**src/osf_pkg.sv**
```systemverilog
package osf_pkg;

	//////////////////////////////
	// filter states
	//////////////////////////////

	// two bits covers all four phases of a channel
	typedef enum logic [1:0] {
		ST_IDLE   = 2'd0,	// parked until activate
		ST_DELAY  = 2'd1,	// dropping settling samples
		ST_SAMPLE = 2'd2,	// building the running sum
		ST_SEND   = 2'd3	// one cycle result strobe
	} osf_state_t;

	//////////////////////////////
	// channel layout
	//////////////////////////////

	localparam int N_CH = 2;	// channel a and channel b
	localparam int W_CH = 1;	// tag width for N_CH channels

	// tag 0 is channel a, tag N_CH-1 is channel b
	// merger gives the lower tag priority on a collision

endpackage

```
**src/osf_subsystem.sv**
```systemverilog
module osf_subsystem #(
	parameter int W_DATA    = 18,	// sample width, signed
	parameter int W_EP      = 16,	// cycle delay width
	parameter int W_OSM     = 3,	// oversample mode width
	parameter int OSM_INIT  = 0,	// osm after reset
	parameter int CDLY_INIT = 0	// cycle delay after reset
) (
	input  logic                            clk_in,	// system clock
	input  logic                            osf_reset,	// sync reset, active high

	// channel a
	input  logic signed [W_DATA-1:0]        a_data,
	input  logic                            a_valid,
	input  logic                            a_activate,
	input  logic                            a_update_en,

	// channel b
	input  logic signed [W_DATA-1:0]        b_data,
	input  logic                            b_valid,
	input  logic                            b_activate,
	input  logic                            b_update_en,

	// frontpanel, shared by both channels
	input  logic        [W_OSM-1:0]         osm,
	input  logic        [W_EP-1:0]          cycle_delay,
	input  logic                            update,

	// merged result stream
	output logic signed [W_DATA-1:0]        out_data,
	output logic        [osf_pkg::W_CH-1:0] out_channel,
	output logic                            out_valid
);

	//////////////////////////////
	// filter results
	//////////////////////////////

	logic signed [W_DATA-1:0] ch_result [osf_pkg::N_CH];	// index 0 is a, 1 is b
	logic [osf_pkg::N_CH-1:0] ch_valid;	// result strobes

	//////////////////////////////
	// channel filters
	//////////////////////////////

	oversample_filter #(
		.W_DATA    (W_DATA),
		.W_EP      (W_EP),
		.W_OSM     (W_OSM),
		.OSM_INIT  (OSM_INIT),
		.CDLY_INIT (CDLY_INIT)
	) chan_a (
		.clk_in       (clk_in),
		.osf_reset    (osf_reset),
		.data         (a_data),
		.valid        (a_valid),
		.activate     (a_activate),
		.update_en    (a_update_en),
		.update       (update),
		.osm          (osm),
		.cycle_delay  (cycle_delay),
		.result       (ch_result[0]),
		.result_valid (ch_valid[0])
	);

	oversample_filter #(
		.W_DATA    (W_DATA),
		.W_EP      (W_EP),
		.W_OSM     (W_OSM),
		.OSM_INIT  (OSM_INIT),
		.CDLY_INIT (CDLY_INIT)
	) chan_b (
		.clk_in       (clk_in),
		.osf_reset    (osf_reset),
		.data         (b_data),
		.valid        (b_valid),
		.activate     (b_activate),
		.update_en    (b_update_en),
		.update       (update),
		.osm          (osm),
		.cycle_delay  (cycle_delay),
		.result       (ch_result[1]),
		.result_valid (ch_valid[1])
	);

	//////////////////////////////
	// merger
	//////////////////////////////

	result_merger #(
		.W_DATA (W_DATA)
	) merge (
		.clk_in      (clk_in),
		.osf_reset   (osf_reset),
		.a_result    (ch_result[0]),	// a wins on collision
		.a_valid     (ch_valid[0]),
		.b_result    (ch_result[1]),
		.b_valid     (ch_valid[1]),
		.out_data    (out_data),
		.out_channel (out_channel),
		.out_valid   (out_valid)
	);

endmodule

```
**src/oversample_filter.sv**
```systemverilog
module oversample_filter #(
	parameter int W_DATA    = 18,	// sample width, signed
	parameter int W_EP      = 16,	// cycle delay width
	parameter int W_OSM     = 3,	// oversample mode width
	parameter int OSM_INIT  = 0,	// osm after reset
	parameter int CDLY_INIT = 0	// cycle delay after reset
) (
	input  logic                     clk_in,	// system clock
	input  logic                     osf_reset,	// sync reset, active high

	input  logic signed [W_DATA-1:0] data,	// adc sample
	input  logic                     valid,	// one cycle strobe per sample

	input  logic                     activate,	// channel on
	input  logic                     update_en,	// arms the update strobe
	input  logic                     update,	// latch strobe for osm and delay
	input  logic        [W_OSM-1:0]  osm,	// log2 oversample ratio
	input  logic        [W_EP-1:0]   cycle_delay,	// samples dropped after each result

	output logic signed [W_DATA-1:0] result,	// averaged sample
	output logic                     result_valid	// one cycle strobe
);

	//////////////////////////////
	// sizes
	//////////////////////////////

	localparam int MAX_OS = 2**W_OSM - 1;	// largest log2 ratio
	localparam int W_SUM  = W_DATA + MAX_OS;	// room for 2^MAX_OS samples
	// counter serves both the sample count and the delay count
	localparam int W_CNT  = (MAX_OS + 1 > W_EP) ? MAX_OS + 1 : W_EP;

	//////////////////////////////
	// internal signals
	//////////////////////////////

	osf_pkg::osf_state_t     state;	// current phase
	osf_pkg::osf_state_t     state_next;	// phase for next cycle

	logic [W_CNT-1:0]        count;	// samples seen in this phase
	logic signed [W_SUM-1:0] acc;	// running sum
	logic [W_OSM-1:0]        osm_cur;	// latched oversample mode
	logic [W_EP-1:0]         cdly_cur;	// latched cycle delay

	logic                    clear;	// local clear
	logic                    full;	// 2^osm samples summed
	logic                    delay_done;	// settling samples dropped
	logic                    accept;	// sample goes into the sum
	logic                    step;	// counter advances

	//////////////////////////////
	// control terms
	//////////////////////////////

	// deactivation behaves like a reset of the channel
	assign clear = osf_reset | ~activate;

	// count never passes 2^osm, so bit osm alone marks full
	assign full = count[osm_cur];

	assign delay_done = (count >= W_CNT'(cdly_cur));	// zero delay exits at once

	// the delay exit cycle already opens the next sum
	assign accept = valid & (((state == osf_pkg::ST_SAMPLE) & ~full) |
		((state == osf_pkg::ST_DELAY) & delay_done));

	// dropped settling samples are counted too
	assign step = accept | (valid & (state == osf_pkg::ST_DELAY));

	//////////////////////////////
	// next state
	//////////////////////////////

	always_comb begin
		state_next = state;	// hold by default
		case (state)
			osf_pkg::ST_IDLE: begin
				if (activate) begin
					state_next = osf_pkg::ST_SAMPLE;	// no delay on first pass
				end
			end
			osf_pkg::ST_DELAY: begin
				if (delay_done) begin
					state_next = osf_pkg::ST_SAMPLE;	// settling over
				end
			end
			osf_pkg::ST_SAMPLE: begin
				if (full) begin
					state_next = osf_pkg::ST_SEND;	// sum complete
				end
			end
			osf_pkg::ST_SEND: begin
				state_next = osf_pkg::ST_DELAY;	// strobe lasts one cycle
			end
			default: begin
				state_next = osf_pkg::ST_IDLE;
			end
		endcase
	end

	//////////////////////////////
	// state and counter
	//////////////////////////////

	always_ff @(posedge clk_in) begin
		if (clear) begin
			state <= osf_pkg::ST_IDLE;
			count <= '0;
		end else begin
			state <= state_next;
			if (state_next != state) begin
				// first sample of a new sum may land on the exit cycle
				count <= accept ? W_CNT'(1) : '0;
			end else if (step) begin
				count <= count + 1'b1;
			end
		end
	end

	//////////////////////////////
	// accumulator
	//////////////////////////////

	always_ff @(posedge clk_in) begin
		if (clear) begin
			acc <= '0;	// partial sum is lost
		end else if (state == osf_pkg::ST_SEND) begin
			acc <= '0;	// result already taken
		end else if (accept) begin
			acc <= acc + W_SUM'(data);	// sign extended add
		end
	end

	//////////////////////////////
	// result
	//////////////////////////////

	always_ff @(posedge clk_in) begin
		if (clear) begin
			result_valid <= 1'b0;
		end else begin
			result_valid <= (state_next == osf_pkg::ST_SEND);	// high in send only
		end
	end

	// average taken from the full sum on the way into send
	always_ff @(posedge clk_in) begin
		if (state_next == osf_pkg::ST_SEND) begin
			result <= W_DATA'(acc >>> osm_cur);	// floor of sum / 2^osm
		end
	end

	//////////////////////////////
	// frontpanel parameters
	//////////////////////////////

	// survive deactivation, only a reset or an armed update changes them
	always_ff @(posedge clk_in) begin
		if (osf_reset) begin
			osm_cur  <= W_OSM'(OSM_INIT);
			cdly_cur <= W_EP'(CDLY_INIT);
		end else if (update & update_en) begin
			osm_cur  <= osm;	// used from next cycle
			cdly_cur <= cycle_delay;
		end
	end

endmodule

```
**src/result_merger.sv**
```systemverilog
module result_merger #(
	parameter int W_DATA = 18	// result width, signed
) (
	input  logic                            clk_in,	// system clock
	input  logic                            osf_reset,	// sync reset, active high

	input  logic signed [W_DATA-1:0]        a_result,	// channel a average
	input  logic                            a_valid,	// channel a strobe
	input  logic signed [W_DATA-1:0]        b_result,	// channel b average
	input  logic                            b_valid,	// channel b strobe

	output logic signed [W_DATA-1:0]        out_data,	// merged result
	output logic        [osf_pkg::W_CH-1:0] out_channel,	// source tag
	output logic                            out_valid	// one cycle strobe
);

	//////////////////////////////
	// tags
	//////////////////////////////

	localparam int unsigned LAST_CH = osf_pkg::N_CH - 1;	// index of channel b

	localparam logic [osf_pkg::W_CH-1:0] TAG_A = '0;	// first channel
	localparam logic [osf_pkg::W_CH-1:0] TAG_B = LAST_CH[osf_pkg::W_CH-1:0];

	//////////////////////////////
	// pending slot
	//////////////////////////////

	// one deep is enough, a channel strobes at most every third cycle
	logic signed [W_DATA-1:0] pend_data;	// channel b result that lost
	logic                     pend_valid;	// slot occupied

	always_ff @(posedge clk_in) begin
		if (osf_reset) begin
			pend_valid <= 1'b0;
		end else if (a_valid & b_valid) begin
			pend_valid <= 1'b1;	// collision, b waits
		end else begin
			pend_valid <= 1'b0;	// drained this cycle
		end
	end

	always_ff @(posedge clk_in) begin
		if (a_valid & b_valid) begin
			pend_data <= b_result;
		end
	end

	//////////////////////////////
	// output register
	//////////////////////////////

	always_ff @(posedge clk_in) begin
		if (osf_reset) begin
			out_valid <= 1'b0;
		end else begin
			out_valid <= a_valid | b_valid | pend_valid;	// any source pending
		end
	end

	// fixed priority a, then held b, then fresh b
	always_ff @(posedge clk_in) begin
		if (a_valid) begin
			out_data    <= a_result;
			out_channel <= TAG_A;
		end else if (pend_valid) begin
			out_data    <= pend_data;	// one cycle late
			out_channel <= TAG_B;
		end else if (b_valid) begin
			out_data    <= b_result;
			out_channel <= TAG_B;
		end
	end

endmodule

```
**config.mk**
```make
export PLATFORM = sky130hd
export DESIGN_NAME = osf_subsystem
export DESIGN_NICKNAME = d
export VERILOG_FILES = /design/src/osf_pkg.sv /design/src/osf_subsystem.sv /design/src/oversample_filter.sv /design/src/result_merger.sv
export SDC_FILE = /design/constraint.sdc
export NUM_CORES = 1
export LEC_CHECK = 0
export BUFFER_PORTS_ARGS = -buffer_cell sky130_fd_sc_hd__clkbuf_2
export CORE_ASPECT_RATIO = 1.4
export CORE_MARGIN = 3
export CORE_UTILIZATION = 30
export DETAILED_ROUTE_END_ITERATION = 6
export PLACE_DENSITY_LB_ADDON = 0.15
export SYNTH_ARGS = -nofsm -noshare
export SYNTH_HDL_FRONTEND = slang
export SYNTH_SLANG_ARGS = --single-unit
```
**constraint.sdc**
```tcl
create_clock -name clk_in -period 7.98 [get_ports clk_in]
set_input_delay 0.798 -clock clk_in [delete_from_list [all_inputs] [get_ports clk_in]]
set_output_delay 0.798 -clock clk_in [all_outputs]
set_load 0.02 [all_outputs]
```
==> metrics.txt, run 1 <==
status=finished clean; setup bufs post-CTS=0; top cell type's share of synthesized area=21.62%; Tcrit/Tclk final=42.54%; Synth-to-Final Area Change=13.49%; clock share of power=42.3%; Hold Buf Count CTS=0; H-tree depth=1; worst skew pair latency=0.51 ns; most common cell after layout, fill and taps aside=nand2_1; max_slew headroom=29.72%; Max Clk Rate=294.6 MHz; Power Internal=1.761 mW; Final Hold Vio Count=0; # diodes=0; top cell type by total area after synthesis=dfxtp_1; first-pass GRT wire length=47,800 um; vias per cell=4.799; Combinational Power Share=10.2%; clk sinks=201; Die Y=242.1 um; global route overflow=0; IO buf count=83; Power Density=172.5 nW/um^2; largest net degree at the start of global routing=47; global-route usage over all layers=13.51%; drt pass-1 iters=4; share of post-route cells with drive strength above 1=12.27%; synth unique cells=62; Worst Path Max Fanout=41; DRC viols=0; Critical Path End Type=flop; CTS clk-pin slew, worst paths=0.06 ns; Chip Width=174.6 um; Mapped Area=11,940 um^2; Inserted Clock Buffers=23; die area=42,280 um^2; GP Congestion=0.8007; sequential area share after synthesis=39.72%; placeable core region=38,920 um^2; fin. max-slew vios=0; Routed WL per cell=14.95 um; type of origin of the critical path=flop; ys async rst share=0%; # setup viols final=0; maximum clock path buffer count=3; vias in the first global route=9,285; FILL cells=4,095; setup TNS=0 ns; synthesized instance count=1,343; synthesized flop and latch total=201; arrival time worst endpoint=3.76 ns; Hold Crit Class=flop to flop; top_reg_cell synth=dfxtp_1; Vias=9,310; Post-DRT Antenna Nets=0; cts repair resizes=0; initial cell density of the core=30.68%; Max VDD drop=0.1208 mV; Avg Inst Size Synth=8.893 um^2; WP data required=8.35 ns; Post-synth EDFFs=72; root buf cell=clkbuf_16; max_cap viols=0; fin util=34.82%; Routed WL=29,000 um; Setup Skew=0.008364 ns; kind of critical path=flop to flop; DR iter-0 viols=412; site row count=85; ranking of synthesized cells by area=dfxtp_1 (22%), edfxtp_1 (18%), ha_1 (8.6%); Reg power frac=47.6%; post-DP HPWL=22,110 um; io pins=84; unrepaired setup endpoints after global routing=false; antenna violations before repair=0; synthesis warning total=0; CTS tree=built; Slew @ Worst Pin=1.050 ns; Synth Net Count=1,491; Post-layout nets=1,552; commonest non-fill, non-tap cells in the layout=nand2_1 (182), nor2_1 (150), a21oi_1 (130), dfxtp_1 (129), clkbuf_2 (83); min Tclk post-route=3.395 ns; Switching Share=24.71%; P_leak=5.397 nW; NetSw=577.9 uW
==> metrics by stage <==
step	worst slack, ns	cell area [um^2]	std cells	power (mW)	hold slack, ns
3_5_place_dp	4.110	12870	1901	1.375	0.4459
4_1_cts	4.508	13560	1940	2.387	0.4572
3_3_place_gp	4.119	12870	1901	1.375	0.4421
6_report	4.585	13560	1940	2.339	0.4525
5_1_grt	4.160	13560	1940	2.462	0.4707
2_1_floorplan	4.685	11940	1343	1.298	0.4257
==> final cells by class <==
type	count	area (um^2)	area share (%)
inverters	56	210.2	1.551
clock inverters	6	52.55	0.3877
clock buffers	33	633.1	4.670
flip-flops and latches	201	4745	35.00
multi-input cells	1030	6779	50.01
well taps	522	653.1	4.818
repair buffers	92	483.0	3.563
==> power groups by stage <==
| stage | clock network, mW | logic (mW) | registers (mW) |
|---|---|---|---|
| after floorplan | 0 | 0.169 | 1.13 |
| final | 0.988 | 0.238 | 1.11 |
| after detailed placement | 0 | 0.240 | 1.14 |
| after global routing | 1.08 | 0.270 | 1.12 |
| after global placement | 0 | 0.241 | 1.13 |
| after CTS | 1.03 | 0.242 | 1.11 |
==> registers in the layout, summed over array words and instances (netlist names), 16 cells and up <==
signal / cells
chan_a.acc: 25
chan_a.cdly_cur: 16
chan_a.count: 16
chan_a.result: 18
chan_b.acc: 25
chan_b.cdly_cur: 16
chan_b.count: 16
chan_b.result: 18
merge.out_data: 18
merge.pend_data: 18
==> synth_stat cells (12+ instances only) <==
| library cell | count |
|---|---|
| nand2_1 | 182 |
| nor2_1 | 150 |
| a21oi_1 | 130 |
| dfxtp_1 | 129 |
| ha_1 | 82 |
| o21ai_0 | 74 |
| edfxtp_1 | 72 |
| mux2i_1 | 64 |
| inv_1 | 56 |
| clkbuf_1 | 41 |
| xor2_1 | 35 |
| xnor2_1 | 29 |
| mux2_2 | 26 |
| a21o_1 | 25 |
| nor3_1 | 22 |
| nand3_1 | 19 |
| nand2b_1 | 18 |
| and2_1 | 15 |
| a211oi_1 | 14 |
| o21bai_1 | 13 |
| nand4_1 | 12 |
| o211ai_1 | 12 |
==> layer usage <==
| layer | part of all wire, % | track usage [%] |
|---|---|---|
| met1 | 45 | 16.74 |
| met2 | 50 | 24.45 |
| met3 | 3.0 | 1.756 |
| met4 | 1.9 | 3.828 |
| met5 | 0 | 0 |
==> path summary, 6_finish.rpt <==
check                                       start                  end  slack [ns]  cells past startpoint
worst max-delay path              chan_b.count[6]       chan_b.acc[18]        4.59                     10
worst min-delay path            chan_b.result[10]  merge.pend_data[10]        0.45                      0
worst min register to register  chan_b.result[10]  merge.pend_data[10]        0.45                      0
worst max register to register    chan_b.count[6]       chan_b.acc[18]        4.59                     10
==> worst max-delay path, cell delays in order (launching register included) <==
cell and delay, ns:
dfxtp_1 0.59, ha_1 0.32, nand2_1 0.08, nor2_1 0.05
a2111oi_0 0.33, o21ai_0 0.17, a221o_1 0.49, o21ai_4 0.86
nor2_1 0.12, a22oi_1 0.19, nor2_1 0.05
==> cell families after synthesis <==
logic type	count (synthesis)	synth area share (%)
adder cells (fa/ha/maj)	84	8.925
multiplexers	100	9.700
buffers and inverters	112	3.583
AND/OR/NAND/NOR	466	17.38
AO/OA/AOI/OAI	316	16.00
flip-flops	201	39.72
XOR/XNOR	64	4.693
Note: power is estimated with default switching activity, not from simulation.
==> inputs of run 2 (changes only) <==
==> constraint.sdc (replaced) <==
create_clock -name clk_in -period 3.5 [get_ports clk_in]
set_input_delay 0.35 -clock clk_in [delete_from_list [all_inputs] [get_ports clk_in]]
set_output_delay 0.35 -clock clk_in [all_outputs]
set_load 0.02 [all_outputs]
==> metrics.txt, run 2 (synthesis gave the netlist of run 1 again) <==
type of origin of the critical path=flop; Final Total Pwr=5.371 mW; initial cell density of the core=30.68%; Vias=9,350; IO buf count=83; Tcrit/Tclk final=87.58%; clk sinks=201; worst skew pair latency=0.51 ns; Hold Crit Class=input pin to flop; CP max stage cell=or4_1; arrival time worst endpoint=3.51 ns; Critical Path End Type=flop; multi-input logic area=6784 um^2; max_cap viols=0; most common cell after layout, fill and taps aside=nand2_1; Final Hold Vio Count=0; Hold Buf Count CTS=0; DRC viols=0; global-route usage over all layers=13.61%; biggest regs=chan_a.acc (25), chan_b.acc (25); antenna violations before repair=2; Max VDD drop=0.2343 mV; Worst Path Max Fanout=3; Die Y=242.1 um; unrepaired setup endpoints after global routing=false; Power Density=392.2 nW/um^2; FILL cells=4,117; GP Congestion=0.8229; # diodes=0; CTS clk-pin slew, worst paths=0.06 ns; site row count=85; Buf/Inv on CP=1; Routed WL=29,020 um; # setup viols final=0; first-pass GRT wire length=48,430 um; io pins=84; kind of critical path=flop to flop; Max Clk Rate=326.2 MHz; fin. max-slew vios=0; Post-layout nets=1,565; Slew @ Worst Pin=0.8670 ns; max_slew headroom=42.20%; cts repair resizes=0; largest net degree at the start of global routing=42; root buf cell=clkbuf_16; vias in the first global route=9,326; post-DP HPWL=22,240 um; Synth-to-Final Area Change=14.67%; slowest cell delay on critical path=0.48 ns; maximum clock path buffer count=3; global route overflow=0; status=finished clean; Top delay family on crit path=compound AO/OA/AOI/OAI gates; placeable core region=38,920 um^2; drt pass-1 iters=4; H-tree depth=1; Post-DRT Antenna Nets=0; P_leak=5.472 nW; CP dominant cell by count=a21oi_1; DR iter-0 viols=479; setup TNS=0 ns; FF/Latch Area=4745 um^2; share of post-route cells with drive strength above 1=13.54%; setup bufs post-CTS=0; CP Cell Sequence=ha_1, inv_1, fa_1, nand2b_1, a211oi_2, o211ai_1, a31oi_1, a21oi_1, a21oi_1, a21oi_1, or4_1, nand2_1; min Tclk post-route=3.065 ns; commonest non-fill, non-tap cells in the layout=nand2_1 (182), nor2_1 (150), a21oi_1 (130), dfxtp_1 (129), clkbuf_2 (83); Setup Skew=0.01292 ns; vias per cell=4.783; Inserted Clock Buffers=22; die area=42,280 um^2; WP data required=3.95 ns; CTS tree=built; Chip Width=174.6 um; Routed WL per cell=14.84 um
-- run 2: changes by cell type in the layout (fill, tap and decap cells not counted) --
cell,change
buf_4,+13
clkbuf_1,-5
clkinvlp_4,+3
a211oi_1,-1
a211oi_2,+1
buf_12,+1
clkinv_1,+1
clkinv_2,+1
clkinvlp_2,+1
-- run 2: layer usage --
metal	wire length (um)	vias to the layer above	share of wire [%]	global-route usage, %
met5	22	-	0.076	0
met4	510	4	1.8	3.617
met3	935	37	3.2	1.787
met2	14370	109	50	24.43
met1	13180	4298	45	17.13
li1	-	4902	-	-
-- run 2: path summary, 6_finish.rpt --
| check | startpoint | end | slack, ns | depth (start not counted) |
|---|---|---|---|---|
| setup reg to reg | chan_b.acc[0] | chan_b.acc[24] | 0.43 | 12 |
| hold reg to reg | chan_b.result[16] | merge.pend_data[16] | 0.45 | 0 |
| setup / recovery | chan_b.acc[0] | chan_b.acc[24] | 0.43 | 12 |
| hold / removal | cycle_delay[8] | chan_b.cdly_cur[8] | 0.08 | 3 |
-- run 2: through the flow --
step | instances | utilization, % | hold WS, ns | setup WS [ns] | instance area [um^2]
2_1_floorplan | 1343 | - | 0.4257 | 0.6534 | 11940
3_3_place_gp | 1915 | 33.37 | 0.4413 | 0.2331 | 12990
3_5_place_dp | 1915 | 33.37 | 0.4466 | 0.1853 | 12990
4_1_cts | 1955 | 35.17 | 0.04867 | 0.2143 | 13690
5_1_grt | 1955 | 35.18 | 0.07116 | 0.09246 | 13700
6_report | 1955 | 35.18 | 0.08127 | 0.4346 | 13700
-- run 2: worst min-delay path, cell delays in order --
cell      delay (ns)
clkbuf_2        0.09
nand2_1         0.05
a21oi_1         0.05
-- run 2: power breakdown --
part,internal [mW],leakage (nW),switching [mW],total [mW]
combinational,0.213,3.43,0.346,0.560
sequential,2.49,1.70,0.0394,2.53
clock,1.31,0.336,0.970,2.28
total,4.02,5.47,1.36,5.37
-- run 2: final cells by class --
cell class              instances  area share [%]
clock inverters                12          0.6486
repair buffers                106           4.385
well taps                     522           4.769
multi-input cells            1030           49.53
flip-flops and latches        201           34.64
inverters                      56           1.535
clock buffers                  28           4.486
==> inputs of run 3 (changes only) <==
--- a/config.mk
+++ b/config.mk
@@ -10,7 +10,10 @@
 export CORE_MARGIN = 3
 export CORE_UTILIZATION = 30
 export DETAILED_ROUTE_END_ITERATION = 6
+export HOLD_SLACK_MARGIN = 0.15
 export PLACE_DENSITY_LB_ADDON = 0.15
+export SKIP_LAST_GASP = 1
 export SYNTH_ARGS = -nofsm -noshare
 export SYNTH_HDL_FRONTEND = slang
+export SYNTH_HIERARCHICAL = 1
 export SYNTH_SLANG_ARGS = --single-unit
==> metrics.txt, run 3 <==
Vias=9,460; DR iter-0 viols=396; vias in the first global route=9,656; antenna violations before repair=0; root buf cell=clkbuf_16; kind of critical path=flop to flop; crit path launch=chan_a/count[0]; Synth Net Count=1,471; synthesized instance count=1,323; Routed WL=30,810 um; sequential area share after synthesis=39.66%; top cell type by total area after synthesis=dfxtp_1; Avg Inst Size Synth=9.042 um^2; die area=42,340 um^2; CP max stage cell=dfxtp_1; post-route non-filler standard cell count=1,952; fin util=35.75%; multi-input logic area=6745 um^2; Worst Path Max Fanout=23; Setup Skew=0.02330 ns; share of post-route cells with drive strength above 1=14.49%; largest net degree at the start of global routing=42; global-route usage over all layers=14.42%; synth unique cells=80; initial cell density of the core=30.73%; Top delay family on crit path=compound AO/OA/AOI/OAI gates; # setup viols final=0; max_cap viols=0; hold slack=0.1825 ns; CP dominant cell by count=nand2b_1; pre-CTS setup slack=0.3624 ns; Critical Path End Type=flop; Non-Filler Cell Area, Final=13,920 um^2; CP Depth=12; worst skew pair latency=0.54 ns; DRC viols=0; biggest regs=chan_a/acc (25), chan_b/acc (25); CTS tree=built; IO buf count=83; Hold Buf Count CTS=20; Inserted Clock Buffers=24; commonest non-fill, non-tap cells in the layout=nand2_1 (171), a21oi_1 (130), dfxtp_1 (129), nor2_1 (117), clkbuf_2 (83); placed insts=1,887; Worst setup endpoint=chan_a/acc[24]; FILL cells=4,084; R2R cell count=12; Chip Width=174.8 um; drt pass-1 iters=5; ranking of synthesized cells by area=dfxtp_1 (22%), edfxtp_1 (18%), ha_1 (8.6%); synthesis warning total=6; cts repair resizes=0; Hold Crit Class=input pin to flop; Tcrit/Tclk final=86.95%; site row count=85; Worst Slack Setup Final=0.4569 ns; clk sinks=201; global route overflow=0; Post-layout nets=1,559; vias per cell=4.846; GP Congestion=0.8355; worst r2r src=chan_a/count[0]; min Tclk post-route=3.043 ns; type of origin of the critical path=flop; Placed Area=12,900 um^2; arrival time worst endpoint=3.50 ns; unrepaired setup endpoints after global routing=false; io pins=84; Slew @ Worst Pin=0.9730 ns; top cell type's share of synthesized area=21.59%; slowest cell delay on critical path=0.46 ns; CTS clk-pin slew, worst paths=0.06 ns; Post-DRT Antenna Nets=0; Die Y=242.3 um; WP data required=3.95 ns; Final Hold Vio Count=0; Post-synth EDFFs=72; max_slew headroom=35.13%; most frequent cell after synthesis=nand2_1; H-tree depth=1; Max Clk Rate=328.6 MHz; Max VDD drop=0.2676 mV; Buf/Inv on CP=1; synth cell count leaders=nand2_1 (171), a21oi_1 (130), dfxtp_1 (129); P_leak=5.497 nW; synthesized flop and latch total=201; post-DP HPWL=23,510 um; status=finished clean; most common cell after layout, fill and taps aside=nand2_1; placeable core region=38,920 um^2; fin. max-slew vios=0; first-pass GRT wire length=50,850 um; Synth-to-Final Area Change=16.34%; setup TNS=0 ns; top_reg_cell synth=dfxtp_1; Final Total Pwr=5.664 mW; setup bufs post-CTS=0; CP Cell Sequence=inv_1, ha_1, nand2b_1, a21o_1, a211oi_1, o31ai_1, a21oi_1, nand2b_1, a21o_2, nor4_2, o31a_1, nor3_2; r2r endpoint=chan_a/acc[24]; maximum clock path buffer count=3; Mapped Area=11,960 um^2; FF/Latch Area=4745 um^2; ys async rst share=0%; Routed WL per cell=15.78 um; reg-to-reg slack, setup=0.46 ns; Power Density=407.0 nW/um^2
==> run 3: final cells by class <==
| type | instances | area share, % |
|---|---|---|
| Antenna cell | 1 | 0.01798 |
| Clock buffer | 26 | 4.369 |
| Clock inverter | 18 | 1.501 |
| Inverter | 53 | 1.429 |
| Multi-Input combinational cell | 1011 | 48.47 |
| Sequential cell | 201 | 34.09 |
| Tap cell | 522 | 4.693 |
| Timing Repair Buffer | 120 | 5.430 |
==> run 3: kinds of logic (layout without fill, tap and decap cells) <==
kind of cell | after synthesis | after routing | share of synthesized area [%]
adders and majority gates | 84 | 84 | 8.911
muxes | 98 | 98 | 9.591
and+or+nand+nor | 449 | 449 | 17.38
xor gates and xnor gates | 57 | 57 | 4.173
buffers and inverters | 111 | 217 | 3.985
other | 0 | 1 | 0
DFF | 201 | 201 | 39.66
AOI/OAI and AO/OA | 323 | 323 | 16.30
==> run 3: how the worst min path moves through the flow <==
stage / startpoint / to / slack (ns) / depth (start not counted)
after global routing: b_activate / chan_b/state[1] / 0.20 / 3
after floorplan: osf_reset / merge/out_valid / 0.42 / 1
after global placement: chan_b/result[1] / merge/pend_data[1] / 0.44 / 0
after CTS: a_activate / chan_a/count[0] / 0.16 / 4
final: a_activate / chan_a/count[0] / 0.18 / 4
after detailed placement: chan_b/result[11] / merge/pend_data[11] / 0.45 / 0
==> run 3: worst register-to-register path, delay by kind of cell (launching register included) <==
kind / cells / cell delay, ns
DFF: 1 / 0.46
adders and majority gates: 1 / 0.28
AOI/OAI and AO/OA: 6 / 1.55
buffers and inverters: 1 / 0.08
and+or+nand+nor: 4 / 0.62
==> run 3: routing by layer <==
metal / vias to the layer above / track usage, % / wire [um]
met5: - / 0 / 0
met4: 0 / 5.120 / 988
met3: 49 / 2.101 / 1031
met2: 121 / 25.98 / 15350
met1: 4365 / 17.37 / 13450
li1: 4925 / - / -
==> run 3: report_power, final <==
| group | total (mW) | internal (mW) | leakage (nW) | switching (mW) |
|---|---|---|---|---|
| combinational | 0.557 | 0.229 | 3.40 | 0.328 |
| sequential | 2.50 | 2.47 | 1.70 | 0.0364 |
| clock | 2.60 | 1.56 | 0.403 | 1.04 |
